**src/hdl/pkt_router_pkg.sv**
```systemverilog
//////////////////////////////////////////////////////////////////////
// packet reflection path shared definitions
// header sizes, broadcast address, FSM states and buffer opcodes
//////////////////////////////////////////////////////////////////////

`default_nettype none

package pkt_router_pkg;

    // ethernet framing
    localparam int ETH_HDR_BYTES = 14;
    localparam int MAC_BYTES     = 6;

    localparam logic [47:0] BROADCAST_MAC = 48'hFFFF_FFFF_FFFF;

    // ingress parser states
    typedef enum logic [1:0] {
        PS_DST,
        PS_BODY,
        PS_SKIP,
        PS_DROP
    } parser_state_e;

    // egress rewriter states
    typedef enum logic [1:0] {
        RS_IDLE,
        RS_DST,
        RS_SRC,
        RS_PASS
    } rewrite_state_e;

    // end of frame request from parser to buffer
    typedef enum logic [1:0] {
        OP_NONE,
        OP_COMMIT,
        OP_DISCARD
    } buf_op_e;

endpackage : pkt_router_pkg

`default_nettype wire
```
**src/hdl/pkt_router_top.sv**
```systemverilog
//////////////////////////////////////////////////////////////////////
// single port reflection path, parser into frame buffer into rewriter
//////////////////////////////////////////////////////////////////////

`timescale 1ns/1ns
`default_nettype none

module pkt_router_top #(
    parameter int          MAX_PKT_SIZE = 100,
    parameter int          MIN_PKT_SIZE = 60,
    parameter int          BUF_DEPTH    = 256,
    parameter logic [47:0] LOCAL_MAC    = 48'hAABBCCDDEEFF
) (
    input  logic        core_clk_ifc,
    input  logic        rst_n,
    input  logic [7:0]  in_data,
    input  logic        in_valid,
    input  logic        in_last,
    output logic        in_ready,
    output logic [7:0]  out_data,
    output logic        out_valid,
    output logic        out_last,
    input  logic        out_ready,
    output logic [15:0] drop_count,
    output logic [15:0] fwd_count
);
    import pkt_router_pkg::*;

    // parser to buffer
    logic       wr_en;
    logic [7:0] wr_data;
    logic       wr_last;
    buf_op_e    frame_op;
    logic       buf_full;

    // buffer to rewriter
    logic       rd_en;
    logic [7:0] rd_data;
    logic       rd_last;
    logic       rd_valid;

    ing_pkt_parser #(
        .MAX_PKT_SIZE ( MAX_PKT_SIZE ),
        .MIN_PKT_SIZE ( MIN_PKT_SIZE ),
        .LOCAL_MAC    ( LOCAL_MAC    )
    ) u_parser (
        .core_clk_ifc ( core_clk_ifc ),
        .rst_n        ( rst_n        ),
        .in_data      ( in_data      ),
        .in_valid     ( in_valid     ),
        .in_last      ( in_last      ),
        .in_ready     ( in_ready     ),
        .wr_en        ( wr_en        ),
        .wr_data      ( wr_data      ),
        .wr_last      ( wr_last      ),
        .frame_op     ( frame_op     ),
        .buf_full     ( buf_full     ),
        .drop_count   ( drop_count   )
    );

    pkt_frame_buffer #(
        .BUF_DEPTH    ( BUF_DEPTH    ),
        .MAX_PKT_SIZE ( MAX_PKT_SIZE )
    ) u_buffer (
        .core_clk_ifc ( core_clk_ifc ),
        .rst_n        ( rst_n        ),
        .wr_en        ( wr_en        ),
        .wr_data      ( wr_data      ),
        .wr_last      ( wr_last      ),
        .frame_op     ( frame_op     ),
        .buf_full     ( buf_full     ),
        .rd_en        ( rd_en        ),
        .rd_data      ( rd_data      ),
        .rd_last      ( rd_last      ),
        .rd_valid     ( rd_valid     )
    );

    egr_hdr_rewriter #(
        .LOCAL_MAC    ( LOCAL_MAC    )
    ) u_rewriter (
        .core_clk_ifc ( core_clk_ifc ),
        .rst_n        ( rst_n        ),
        .rd_data      ( rd_data      ),
        .rd_last      ( rd_last      ),
        .rd_valid     ( rd_valid     ),
        .rd_en        ( rd_en        ),
        .out_data     ( out_data     ),
        .out_valid    ( out_valid    ),
        .out_last     ( out_last     ),
        .out_ready    ( out_ready    ),
        .fwd_count    ( fwd_count    )
    );

endmodule : pkt_router_top

`default_nettype wire

```
**src/hdl/egr_hdr_rewriter.sv**
```systemverilog
//////////////////////////////////////////////////////////////////////
// egress header rewrite, source becomes destination, local MAC as source
//////////////////////////////////////////////////////////////////////

`timescale 1ns/1ns
`default_nettype none

module egr_hdr_rewriter #(
    parameter logic [47:0] LOCAL_MAC = 48'hAABBCCDDEEFF
) (
    input  logic        core_clk_ifc,
    input  logic        rst_n,
    input  logic [7:0]  rd_data,
    input  logic        rd_last,
    input  logic        rd_valid,
    output logic        rd_en,
    output logic [7:0]  out_data,
    output logic        out_valid,
    output logic        out_last,
    input  logic        out_ready,
    output logic [15:0] fwd_count
);
    import pkt_router_pkg::*;

    // both addresses, EtherType goes straight through
    localparam logic [3:0] HOLD_LAST = 4'(ETH_HDR_BYTES - 3);
    localparam logic [3:0] MAC_LAST  = 4'(MAC_BYTES - 1);

    rewrite_state_e state;
    logic [3:0]     idx;
    // header shifter, msb byte goes out first
    logic [47:0]    hdr_q;
    logic           out_xfer;

    assign out_xfer = out_valid & out_ready;

    //////////////////////////////////////////////////////////////////////
    // stream out
    //////////////////////////////////////////////////////////////////////

    always_comb begin
        rd_en     = 1'b0;
        out_data  = 8'h00;
        out_valid = 1'b0;
        out_last  = 1'b0;
        case (state)
            // swallow the original addresses
            RS_IDLE: rd_en = rd_valid;
            RS_DST, RS_SRC: begin
                out_data  = hdr_q[47:40];
                out_valid = 1'b1;
            end
            default: begin
                out_data  = rd_data;
                out_valid = rd_valid;
                out_last  = rd_last;
                rd_en     = rd_valid & out_ready;
            end
        endcase
    end

    //////////////////////////////////////////////////////////////////////
    // rewrite FSM
    //////////////////////////////////////////////////////////////////////

    always_ff @(posedge core_clk_ifc or negedge rst_n) begin
        if (!rst_n) begin
            state     <= RS_IDLE;
            idx       <= '0;
            fwd_count <= '0;
        end else begin
            case (state)
                RS_IDLE: begin
                    if (rd_valid) begin
                        idx <= idx + 1'b1;
                        if (idx == HOLD_LAST) begin
                            idx   <= '0;
                            state <= RS_DST;
                        end
                    end
                end
                RS_DST: begin
                    if (out_ready) begin
                        idx <= idx + 1'b1;
                        if (idx == MAC_LAST) begin
                            idx   <= '0;
                            state <= RS_SRC;
                        end
                    end
                end
                RS_SRC: begin
                    if (out_ready) begin
                        idx <= idx + 1'b1;
                        if (idx == MAC_LAST) begin
                            idx   <= '0;
                            state <= RS_PASS;
                        end
                    end
                end
                default: begin
                    if (out_xfer && out_last) begin
                        state <= RS_IDLE;
                    end
                end
            endcase
            if (out_xfer && out_last) begin
                fwd_count <= fwd_count + 16'd1;
            end
        end
    end

    // all twelve header bytes shift through, the source MAC is what stays
    always_ff @(posedge core_clk_ifc) begin
        if (state == RS_IDLE && rd_valid) begin
            hdr_q <= {hdr_q[39:0], rd_data};
        end else if (state == RS_DST && out_ready && idx == MAC_LAST) begin
            hdr_q <= LOCAL_MAC;
        end else if (out_xfer) begin
            hdr_q <= {hdr_q[39:0], 8'h00};
        end
    end

    // held byte must not move under a stall
    a_out_stable: assert property (@(posedge core_clk_ifc) disable iff (!rst_n)
        (out_valid && !out_ready) |=> (out_valid && $stable(out_data)));

endmodule : egr_hdr_rewriter

`default_nettype wire

```
**src/hdl/pkt_frame_buffer.sv**
```systemverilog
//////////////////////////////////////////////////////////////////////
// frame buffer with commit / discard, frames visible once complete
//////////////////////////////////////////////////////////////////////

`timescale 1ns/1ns
`default_nettype none

module pkt_frame_buffer #(
    parameter int BUF_DEPTH    = 256,
    parameter int MAX_PKT_SIZE = 100
) (
    input  logic                    core_clk_ifc,
    input  logic                    rst_n,
    input  logic                    wr_en,
    input  logic [7:0]              wr_data,
    input  logic                    wr_last,
    input  pkt_router_pkg::buf_op_e frame_op,
    output logic                    buf_full,
    input  logic                    rd_en,
    output logic [7:0]              rd_data,
    output logic                    rd_last,
    output logic                    rd_valid
);
    import pkt_router_pkg::*;

    localparam int AW = $clog2(BUF_DEPTH);

    // a full size frame must fit or the parser stalls forever
    if (BUF_DEPTH < MAX_PKT_SIZE) begin : g_depth_chk
        $error("BUF_DEPTH must be at least MAX_PKT_SIZE");
    end

    // {last, data}
    logic [8:0]  mem [BUF_DEPTH];

    // pointers carry a wrap bit
    logic [AW:0] wr_ptr;
    logic [AW:0] cmt_ptr;
    logic [AW:0] rd_ptr;
    logic [AW:0] wr_nxt;
    logic [AW:0] fill;
    logic [AW:0] frm_cnt;
    logic        pop;
    logic        pop_last;
    logic        commit;

    assign wr_nxt   = wr_ptr + {{AW{1'b0}}, wr_en};
    assign commit   = (frame_op == OP_COMMIT);
    assign pop      = rd_en & rd_valid;
    assign pop_last = pop & rd_last;

    // speculative bytes count against space too
    assign fill     = wr_ptr - rd_ptr;
    assign buf_full = fill[AW];

    assign {rd_last, rd_data} = mem[rd_ptr[AW-1:0]];
    assign rd_valid = (frm_cnt != '0);

    //////////////////////////////////////////////////////////////////////
    // storage
    //////////////////////////////////////////////////////////////////////

    always_ff @(posedge core_clk_ifc) begin
        if (wr_en) begin
            mem[wr_ptr[AW-1:0]] <= {wr_last, wr_data};
        end
    end

    //////////////////////////////////////////////////////////////////////
    // pointers and frame count
    //////////////////////////////////////////////////////////////////////

    always_ff @(posedge core_clk_ifc or negedge rst_n) begin
        if (!rst_n) begin
            wr_ptr  <= '0;
            cmt_ptr <= '0;
            rd_ptr  <= '0;
            frm_cnt <= '0;
        end else begin
            // discard rewinds to the last commit point
            if (frame_op == OP_DISCARD) begin
                wr_ptr <= cmt_ptr;
            end else begin
                wr_ptr <= wr_nxt;
            end
            // commit includes a byte written this cycle
            if (commit) begin
                cmt_ptr <= wr_nxt;
            end
            if (pop) begin
                rd_ptr <= rd_ptr + 1'b1;
            end
            case ({commit, pop_last})
                2'b10:   frm_cnt <= frm_cnt + 1'b1;
                2'b01:   frm_cnt <= frm_cnt - 1'b1;
                default: frm_cnt <= frm_cnt;
            endcase
        end
    end

    // reader only pops committed bytes
    a_pop_valid: assert property (@(posedge core_clk_ifc) disable iff (!rst_n)
        rd_en |-> rd_valid);

endmodule : pkt_frame_buffer

`default_nettype wire

```
**src/hdl/ing_pkt_parser.sv**
```systemverilog
//////////////////////////////////////////////////////////////////////
// ingress parser, destination MAC filter, truncation, runt discard
//////////////////////////////////////////////////////////////////////

`timescale 1ns/1ns
`default_nettype none

module ing_pkt_parser #(
    parameter int          MAX_PKT_SIZE = 100,
    parameter int          MIN_PKT_SIZE = 60,
    parameter logic [47:0] LOCAL_MAC    = 48'hAABBCCDDEEFF
) (
    input  logic                    core_clk_ifc,
    input  logic                    rst_n,
    input  logic [7:0]              in_data,
    input  logic                    in_valid,
    input  logic                    in_last,
    output logic                    in_ready,
    output logic                    wr_en,
    output logic [7:0]              wr_data,
    output logic                    wr_last,
    output pkt_router_pkg::buf_op_e frame_op,
    input  logic                    buf_full,
    output logic [15:0]             drop_count
);
    import pkt_router_pkg::*;

    localparam int CW = $clog2(MAX_PKT_SIZE + 1);
    // byte index of the last byte for a legal / truncated frame
    localparam logic [CW-1:0] MIN_LAST = CW'(MIN_PKT_SIZE - 1);
    localparam logic [CW-1:0] MAX_LAST = CW'(MAX_PKT_SIZE - 1);
    localparam logic [CW-1:0] DST_LAST = CW'(MAC_BYTES - 1);

    // a runt limit below the header would let headerless frames through
    if (MIN_PKT_SIZE < ETH_HDR_BYTES) begin : g_min_chk
        $error("MIN_PKT_SIZE must cover the ethernet header");
    end

    parser_state_e   state, nxt_state;
    logic [CW-1:0]   byte_cnt, nxt_cnt;
    logic [47:0]     dst_q;
    logic [47:0]     dst_nxt;
    logic            dst_hit;
    logic            rdy_q;
    logic            xfer;

    // ready comes up one cycle out of reset, then follows buffer space
    assign in_ready = rdy_q & ~buf_full;
    assign xfer     = in_valid & in_ready;
    assign wr_data  = in_data;

    // address as it stands with the current byte shifted in
    assign dst_nxt = {dst_q[39:0], in_data};
    assign dst_hit = (dst_nxt == LOCAL_MAC) || (dst_nxt == BROADCAST_MAC);

    //////////////////////////////////////////////////////////////////////
    // frame FSM
    //////////////////////////////////////////////////////////////////////

    always_comb begin
        nxt_state = state;
        nxt_cnt   = byte_cnt;
        wr_en     = 1'b0;
        wr_last   = 1'b0;
        frame_op  = OP_NONE;
        if (xfer) begin
            case (state)
                PS_DST: begin
                    nxt_cnt = byte_cnt + 1'b1;
                    if (in_last) begin
                        // too short to even hold an address
                        frame_op = OP_DISCARD;
                        nxt_cnt  = '0;
                    end else begin
                        wr_en = 1'b1;
                        if (byte_cnt == DST_LAST) begin
                            nxt_state = dst_hit ? PS_BODY : PS_DROP;
                        end
                    end
                end
                PS_BODY: begin
                    if (in_last && byte_cnt < MIN_LAST) begin
                        frame_op  = OP_DISCARD;
                        nxt_cnt   = '0;
                        nxt_state = PS_DST;
                    end else if (in_last || byte_cnt == MAX_LAST) begin
                        wr_en     = 1'b1;
                        wr_last   = 1'b1;
                        frame_op  = OP_COMMIT;
                        nxt_cnt   = '0;
                        // truncated frames swallow their tail
                        nxt_state = in_last ? PS_DST : PS_SKIP;
                    end else begin
                        wr_en   = 1'b1;
                        nxt_cnt = byte_cnt + 1'b1;
                    end
                end
                PS_SKIP: begin
                    if (in_last) begin
                        nxt_state = PS_DST;
                    end
                end
                default: begin
                    // filtered frame, nothing more is written
                    if (in_last) begin
                        frame_op  = OP_DISCARD;
                        nxt_cnt   = '0;
                        nxt_state = PS_DST;
                    end
                end
            endcase
        end
    end

    always_ff @(posedge core_clk_ifc or negedge rst_n) begin
        if (!rst_n) begin
            state      <= PS_DST;
            byte_cnt   <= '0;
            rdy_q      <= 1'b0;
            drop_count <= '0;
        end else begin
            state    <= nxt_state;
            byte_cnt <= nxt_cnt;
            rdy_q    <= 1'b1;
            if (frame_op == OP_DISCARD) begin
                drop_count <= drop_count + 16'd1;
            end
        end
    end

    // address shifter, only meaningful during PS_DST
    always_ff @(posedge core_clk_ifc) begin
        if (xfer && state == PS_DST) begin
            dst_q <= dst_nxt;
        end
    end

    //////////////////////////////////////////////////////////////////////
    // checks
    //////////////////////////////////////////////////////////////////////

    // frames close only on an accepted last byte or at the size limit
    a_op_framing: assert property (@(posedge core_clk_ifc) disable iff (!rst_n)
        (frame_op != OP_NONE) |-> (xfer && (in_last || byte_cnt == MAX_LAST)));

    // no write into a full buffer
    a_no_wr_full: assert property (@(posedge core_clk_ifc) disable iff (!rst_n)
        wr_en |-> !buf_full);

endmodule : ing_pkt_parser

`default_nettype wire

```
**config.mk**
```make
export PLATFORM = sky130hd
export DESIGN_NAME = pkt_router_top
export DESIGN_NICKNAME = d
export VERILOG_FILES = /design/src/hdl/pkt_router_pkg.sv /design/src/hdl/pkt_router_top.sv /design/src/hdl/egr_hdr_rewriter.sv /design/src/hdl/pkt_frame_buffer.sv /design/src/hdl/ing_pkt_parser.sv
export SDC_FILE = /design/constraint.sdc
export NUM_CORES = 2
export LEC_CHECK = 0
export BUFFER_PORTS_ARGS = -buffer_cell sky130_fd_sc_hd__buf_4
export CORE_UTILIZATION = 40
export CTS_CLUSTER_DIAMETER = 100
export CTS_CLUSTER_SIZE = 12
export DETAILED_ROUTE_END_ITERATION = 10
export GPL_TIMING_DRIVEN = 1
export SYNTH_ARGS = -nofsm -noshare
export SYNTH_HDL_FRONTEND = slang
export SYNTH_SLANG_ARGS = --single-unit
export TNS_END_PERCENT = 5
```
**constraint.sdc**
```tcl
create_clock -name core_clk_ifc -period 12.8 [get_ports core_clk_ifc]
set_input_delay 3.2 -clock core_clk_ifc [delete_from_list [all_inputs] [get_ports core_clk_ifc]]
set_output_delay 3.2 -clock core_clk_ifc [all_outputs]
set_load 0.005 [all_outputs]
```
* Yosys cells after proc, flatten, opt, wreduce, memory -nomap -nowiden
Memories as Yosys holds them, arrays and structs flattened. Cells that the tools add are included.
Storage, ports and cells: flip-flop bits (word level) 172, RAM bits 2304, bits of input ports 13, output and inout port bits 43, logic and storage cells 128, memories 1
Operators by class: add/subtract/negate cells 9, magnitude comparators 1, equality and inequality tests 24, muxes and demuxes 50, bitwise logic cells 8, reductions and logical operators 22
Memories:
- u_buffer.mem | depth 256, bits a word 9, read ports 1, clocked after Yosys merged registers in 0, wr ports 1, line pkt_frame_buffer.sv:34 | logic [8:0] mem [BUF_DEPTH];
Operator list (count):
- two-way mux 48 bit | 3
- equality test 48 bit, second input constant | 2
- two-way mux 2 bit | 17
- adder 16 x 1 -> 16 bit, second input constant | 2
- two-way mux 7 bit | 4
- case mux 7 bit (3 select lines) | 1
- adder 9 x 1 -> 9 bit, second input constant | 2
- case mux 9 bit (2 select lines) | 1
- two-way mux 4 bit | 4
- case mux 8 bit (2 select lines) | 1
- two-way mux 1 bit | 11
- inequality test 2 x 1 -> 1 bit, second input constant | 5
- adder 9 x 1 -> 9 bit | 1
- two-way mux 9 bit | 1
- nonzero test 9 bit | 1
- subtractor 9 x 1 -> 9 bit, second input constant | 1
- subtractor 9 bit | 1
- equality test 2 x 1 -> 1 bit, second input constant | 4
- equality test 2 bit, second input constant | 4
- inequality test 2 bit, second input constant | 4
- case mux 2 bit (2 select lines) | 2
- case mux 4 bit (2 select lines) | 1
- adder 7 x 1 -> 7 bit, second input constant | 1
- equality test 7 x 3 -> 1 bit, second input constant | 1
- 21 further kinds | 39

* Longest topological paths before layout
depth after elaboration 9, mapped depth 25, depth with buffers taken out 21

* Hierarchy
Synthesis repeated with hierarchy kept, for this count alone.
Second synthesis, totals: cells, all modules 4631, area total of the unflattened synthesis 96892.9 µm²
By module, submodules not included:
- pkt_frame_buffer | times used 1, cells each 4152, area each 90865.9 µm²
- egr_hdr_rewriter | times used 1, cells each 248, area each 3111.7 µm²
- ing_pkt_parser | times used 1, cells each 231, area each 2915.3 µm²

* Least setup slack after synthesis
OpenSTA, ideal clock, no wires.
path type input-to-reg, from in in_valid, to mem u_buffer.mem[0][8], data pin, setup time 1390 ps, arrival 9811 ps, required time 11410 ps, slack 1600 ps, stages on the path 5, buffers on the path 2, path through and2_1 -> clkbuf_1 -> clkbuf_1 -> nand2_1 -> nor2_1
Between the ends: longest elaborated chain between the ends 2
Ends and longest elaborated chain:
- start, declared | line pkt_router_top.sv:17 | input logic in_valid,
- AND 1 bit | line ing_pkt_parser.sv:49 | assign xfer = in_valid & in_ready;
- two-way mux 1 bit | line ing_pkt_parser.sv:66 | if (xfer) begin
- named net u_buffer.wr_last | line pkt_frame_buffer.sv:16 | input logic wr_last,
- end, declared | line pkt_frame_buffer.sv:34
The timed path passes the listed nets, and every way through them passes these cells.

* Worst setup path after layout
from reg u_buffer.rd_ptr[0], to out out_data[3]
Between the ends: longest elaborated chain between the ends 2
Ends and longest elaborated chain:
- start, declared | line pkt_frame_buffer.sv:39 | logic [AW:0] rd_ptr;
- start signal, assigned | line pkt_frame_buffer.sv:91 | rd_ptr <= rd_ptr + 1'b1;
- memory read (256 x 9 bit)
- case mux 8 bit (2 select lines) | line egr_hdr_rewriter.sv:46 | case (state)
- end, declared | line pkt_router_top.sv:20 | output logic [7:0] out_data,
No other way between the ends.

==> impl_metrics.env <==
export IMPL_synth_area_top_cells="edfxtp_1 (74%), mux4_2 (16%), dfrtp_1 (2.2%)"
export IMPL_die_x_um=494
export IMPL_clock_path_buffers=3
export IMPL_final_cells=7905
export IMPL_synthTopCellsByCount="edfxtp_1 (2,392), mux4_2 (690), nor3_1 (195)"
export IMPL_internal_power_mw=12.1
export IMPL_ant_nets=0
export IMPL_synth_seq_cells=2476
export IMPL_cp_startpoint="u_buffer.rd_ptr[0]$_DFFE_PN0P_"
export IMPL_nFillCells=19900
export IMPL_crit_fanout=64
export IMPL_tritoncts="built"
export IMPL_grt_overflow=0
export IMPL_drtIter0Drc=4965
export IMPL_status="finished, final reports clean"
export IMPL_period_minus_slack_ns=8.99
export IMPL_period_share_pct=70.2
export IMPL_cts_root_buf="clkbuf_16"
export IMPL_vias=46300
export IMPL_synth_top_flop_cell="edfxtp_1"
export IMPL_clkLatencyLatePin_ns=0.87
export IMPL_rows=180
export IMPL_avgRoutedWirePerCell_um=30.1
export IMPL_slew_headroom_pct=13.4
export IMPL_finalSetupViolations=0
export IMPL_dp_cells=7613
export IMPL_drv_cap=0
export IMPL_dr_pass1_iters=5
export IMPL_synthCells=4433
export IMPL_grt_max_degree=220
export IMPL_pwr_share_comb_pct=0.9
export IMPL_fmax_mhz=111
export IMPL_cts_setup_buffers=0
export IMPL_grt_pass1_vias=46600
export IMPL_dieArea_mm2=0.244
export IMPL_area_growth_pct=11.9
export IMPL_die_h_um=494
export IMPL_clk_pin_slew_ns=0.06
export IMPL_wirelength_mm=238
export IMPL_synthesis_nets=4477
export IMPL_r2r_start="u_buffer.rd_ptr[0]$_DFFE_PN0P_"
export IMPL_cp_data_arrival_time_ns=5.79
export IMPL_fin_skew_ns=0.0378
export IMPL_post_dp_hpwl_mm=141
export IMPL_finalPower_mw=15.1
export IMPL_post_cts_resized=0
export IMPL_cts_hold_buf=0
export IMPL_hold_viol_final=0
export IMPL_seq_power_share_pct=58.9
export IMPL_grt_pass1_wl_mm=344
export IMPL_clkSinkCount=2476
export IMPL_fp_coreArea_mm2=0.241
export IMPL_maxSlewViolCount=0
export IMPL_critPathLaunchType="register"
export IMPL_ys_seq_area_share_pct=76.3
export IMPL_port_buffers=55
export IMPL_vdd_drop_max_mv=0.150
export IMPL_track_usage_pct=19.6
export IMPL_power_switching_mw=2.95
export IMPL_finish_net_count=4699
export IMPL_p_leak_nw=32.5
export IMPL_async_flop_share_pct=3.39
export IMPL_tightestPinTransition_ns=1.30
export IMPL_vias_per_cell=5.86
export IMPL_tns_ns=0
export IMPL_synth_distinct_cells=69
export IMPL_ios=56
export IMPL_htreeDepth=4
export IMPL_drive_gt1_share_pct=28.3
export IMPL_criticalPathCategory="register to primary output"
export IMPL_min_path_type="register to register"
export IMPL_start_util_pct=40.3
export IMPL_yosys_warnings=0
export IMPL_yosysMostFrequentCell="edfxtp_1"
export IMPL_cp_required_ns=9.60
export IMPL_antenna_found_initial=8
export IMPL_synth_top_area_share_pct=74.2
export IMPL_clockPowerShare_pct=40.3
export IMPL_gp_congestion=0.814
export IMPL_rsz0062_at_grt="no"
export IMPL_cts_inserted_buffers=225
export IMPL_syn_area_per_cell_um2=21.8
export IMPL_endpoint_kind="primary output"
export IMPL_min_from="u_parser.dst_q[2]$_DFFE_PP_"
export IMPL_netlist_area_mm2=0.0968
export IMPL_power_density_mw_per_mm2=139
export IMPL_switching_share_pct=19.6
export IMPL_yosys_area_top_type="edfxtp_1"
export IMPL_synth_edf_count=2392
export IMPL_reg2reg_slack_ns=5.91
export IMPL_drc=0
## metrics by stage
step | utilization [%] | worst slack, ns | hold WS (ns) | area, µm²
floorplan | - | 1.60 | 0.418 | 96800
global placement | 42.5 | 4.71 | 0.431 | 102000
detailed placement | 42.5 | 4.71 | 0.427 | 102000
CTS | 45.1 | 3.75 | 0.442 | 108000
global route | 45.1 | 3.47 | 0.454 | 108000
finish | 45.1 | 3.81 | 0.440 | 108000
## cell usage in the layout (no fill, tap or decap), drive strengths merged, types with 23 or more instances in the layout
master / count
buf: 249
o21ai: 53
nand2: 89
a22oi: 52
ha: 30
and2: 23
dfrtp: 84
edfxtp: 2392
mux2i: 30
xnor2: 36
nand4: 29
inv: 33
nor2: 122
a21oi: 35
mux4: 690
mux2: 51
nand3: 39
nand2b: 39
nor3: 195
clkbuf: 281
## worst max-delay path, stage by stage (launching register included)
cell and delay (ns):
dfrtp_4 0.78, buf_12 0.44, buf_4 0.77, mux4_2 0.58, mux4_2 0.59, mux4_2 0.51, o22ai_1 0.58, o31ai_1 0.23
buf_4 0.19
## flip-flops by register name (all words and copies together), names as in the netlist
register              flops
u_parser.byte_cnt         7
u_buffer.rd_ptr           9
u_parser.drop_count      16
u_buffer.frm_cnt          9
u_parser.dst_q           40
u_buffer.mem           2304
u_rewriter.idx            4
u_rewriter.fwd_count     16
u_parser.rdy_q            1
u_buffer.cmt_ptr          9
u_rewriter.state          2
u_rewriter.hdr_q         48
u_parser.state            2
u_buffer.wr_ptr           9
## worst paths after layout
kind | to | depth (start not counted)
worst max register to register | u_buffer.mem[131][8]$_DFFE_PP_ | 13
worst max-delay path | out_data[3] | 8
min in group asynchronous | u_rewriter.fwd_count[4]$_DFFE_PN0P_ | 1
max in group asynchronous | u_buffer.rd_ptr[1]$_DFFE_PN0P_ | 2
worst min-delay path | u_parser.dst_q[10]$_DFFE_PP_ | 0
worst min register to register | u_parser.dst_q[10]$_DFFE_PP_ | 0
## per-layer routing
metal	part of all wire (%)	vias to the layer above	global-route usage, %
li1	-	19000	-
met3	6.7	296	3.27
met4	2.8	4	5.98
met5	0.011	-	0
met1	42	25200	27.8
met2	48	1788	31.0
## power groups by stage
stage	Sequential [mW]	Combinational [mW]	Clock, mW
3_3_place_gp	9.04	0.124	0
2_1_floorplan	9.03	0.00320	0
5_1_grt	8.86	0.140	6.45
4_1_cts	8.86	0.133	6.18
6_report	8.86	0.129	6.06
3_5_place_dp	9.04	0.134	0
## cells by family after synthesis
group,Yosys count,synth area share (%)
buffers and inverters,291,1.34
adder cells (fa/ha/maj),31,0.408
AO/OA/AOI/OAI,207,1.39
XOR/XNOR,54,0.488
AND/OR/NAND/NOR,602,3.08
other,1,0.00387
multiplexers,771,16.9
flip-flops,2476,76.3
## final cells by class
type	count	area (µm²)	area share, %
clock inverters	16	310	0.286
clock buffers	273	5870	5.42
flip-flops and latches	2476	73900	68.2
diodes	3	7.51	0.00693
inverters	29	116	0.107
multi-input cells	1666	22000	20.3
repair buffers	257	2120	1.95
well taps	3185	3990	3.68
Power figures use the tool's default switching activity.
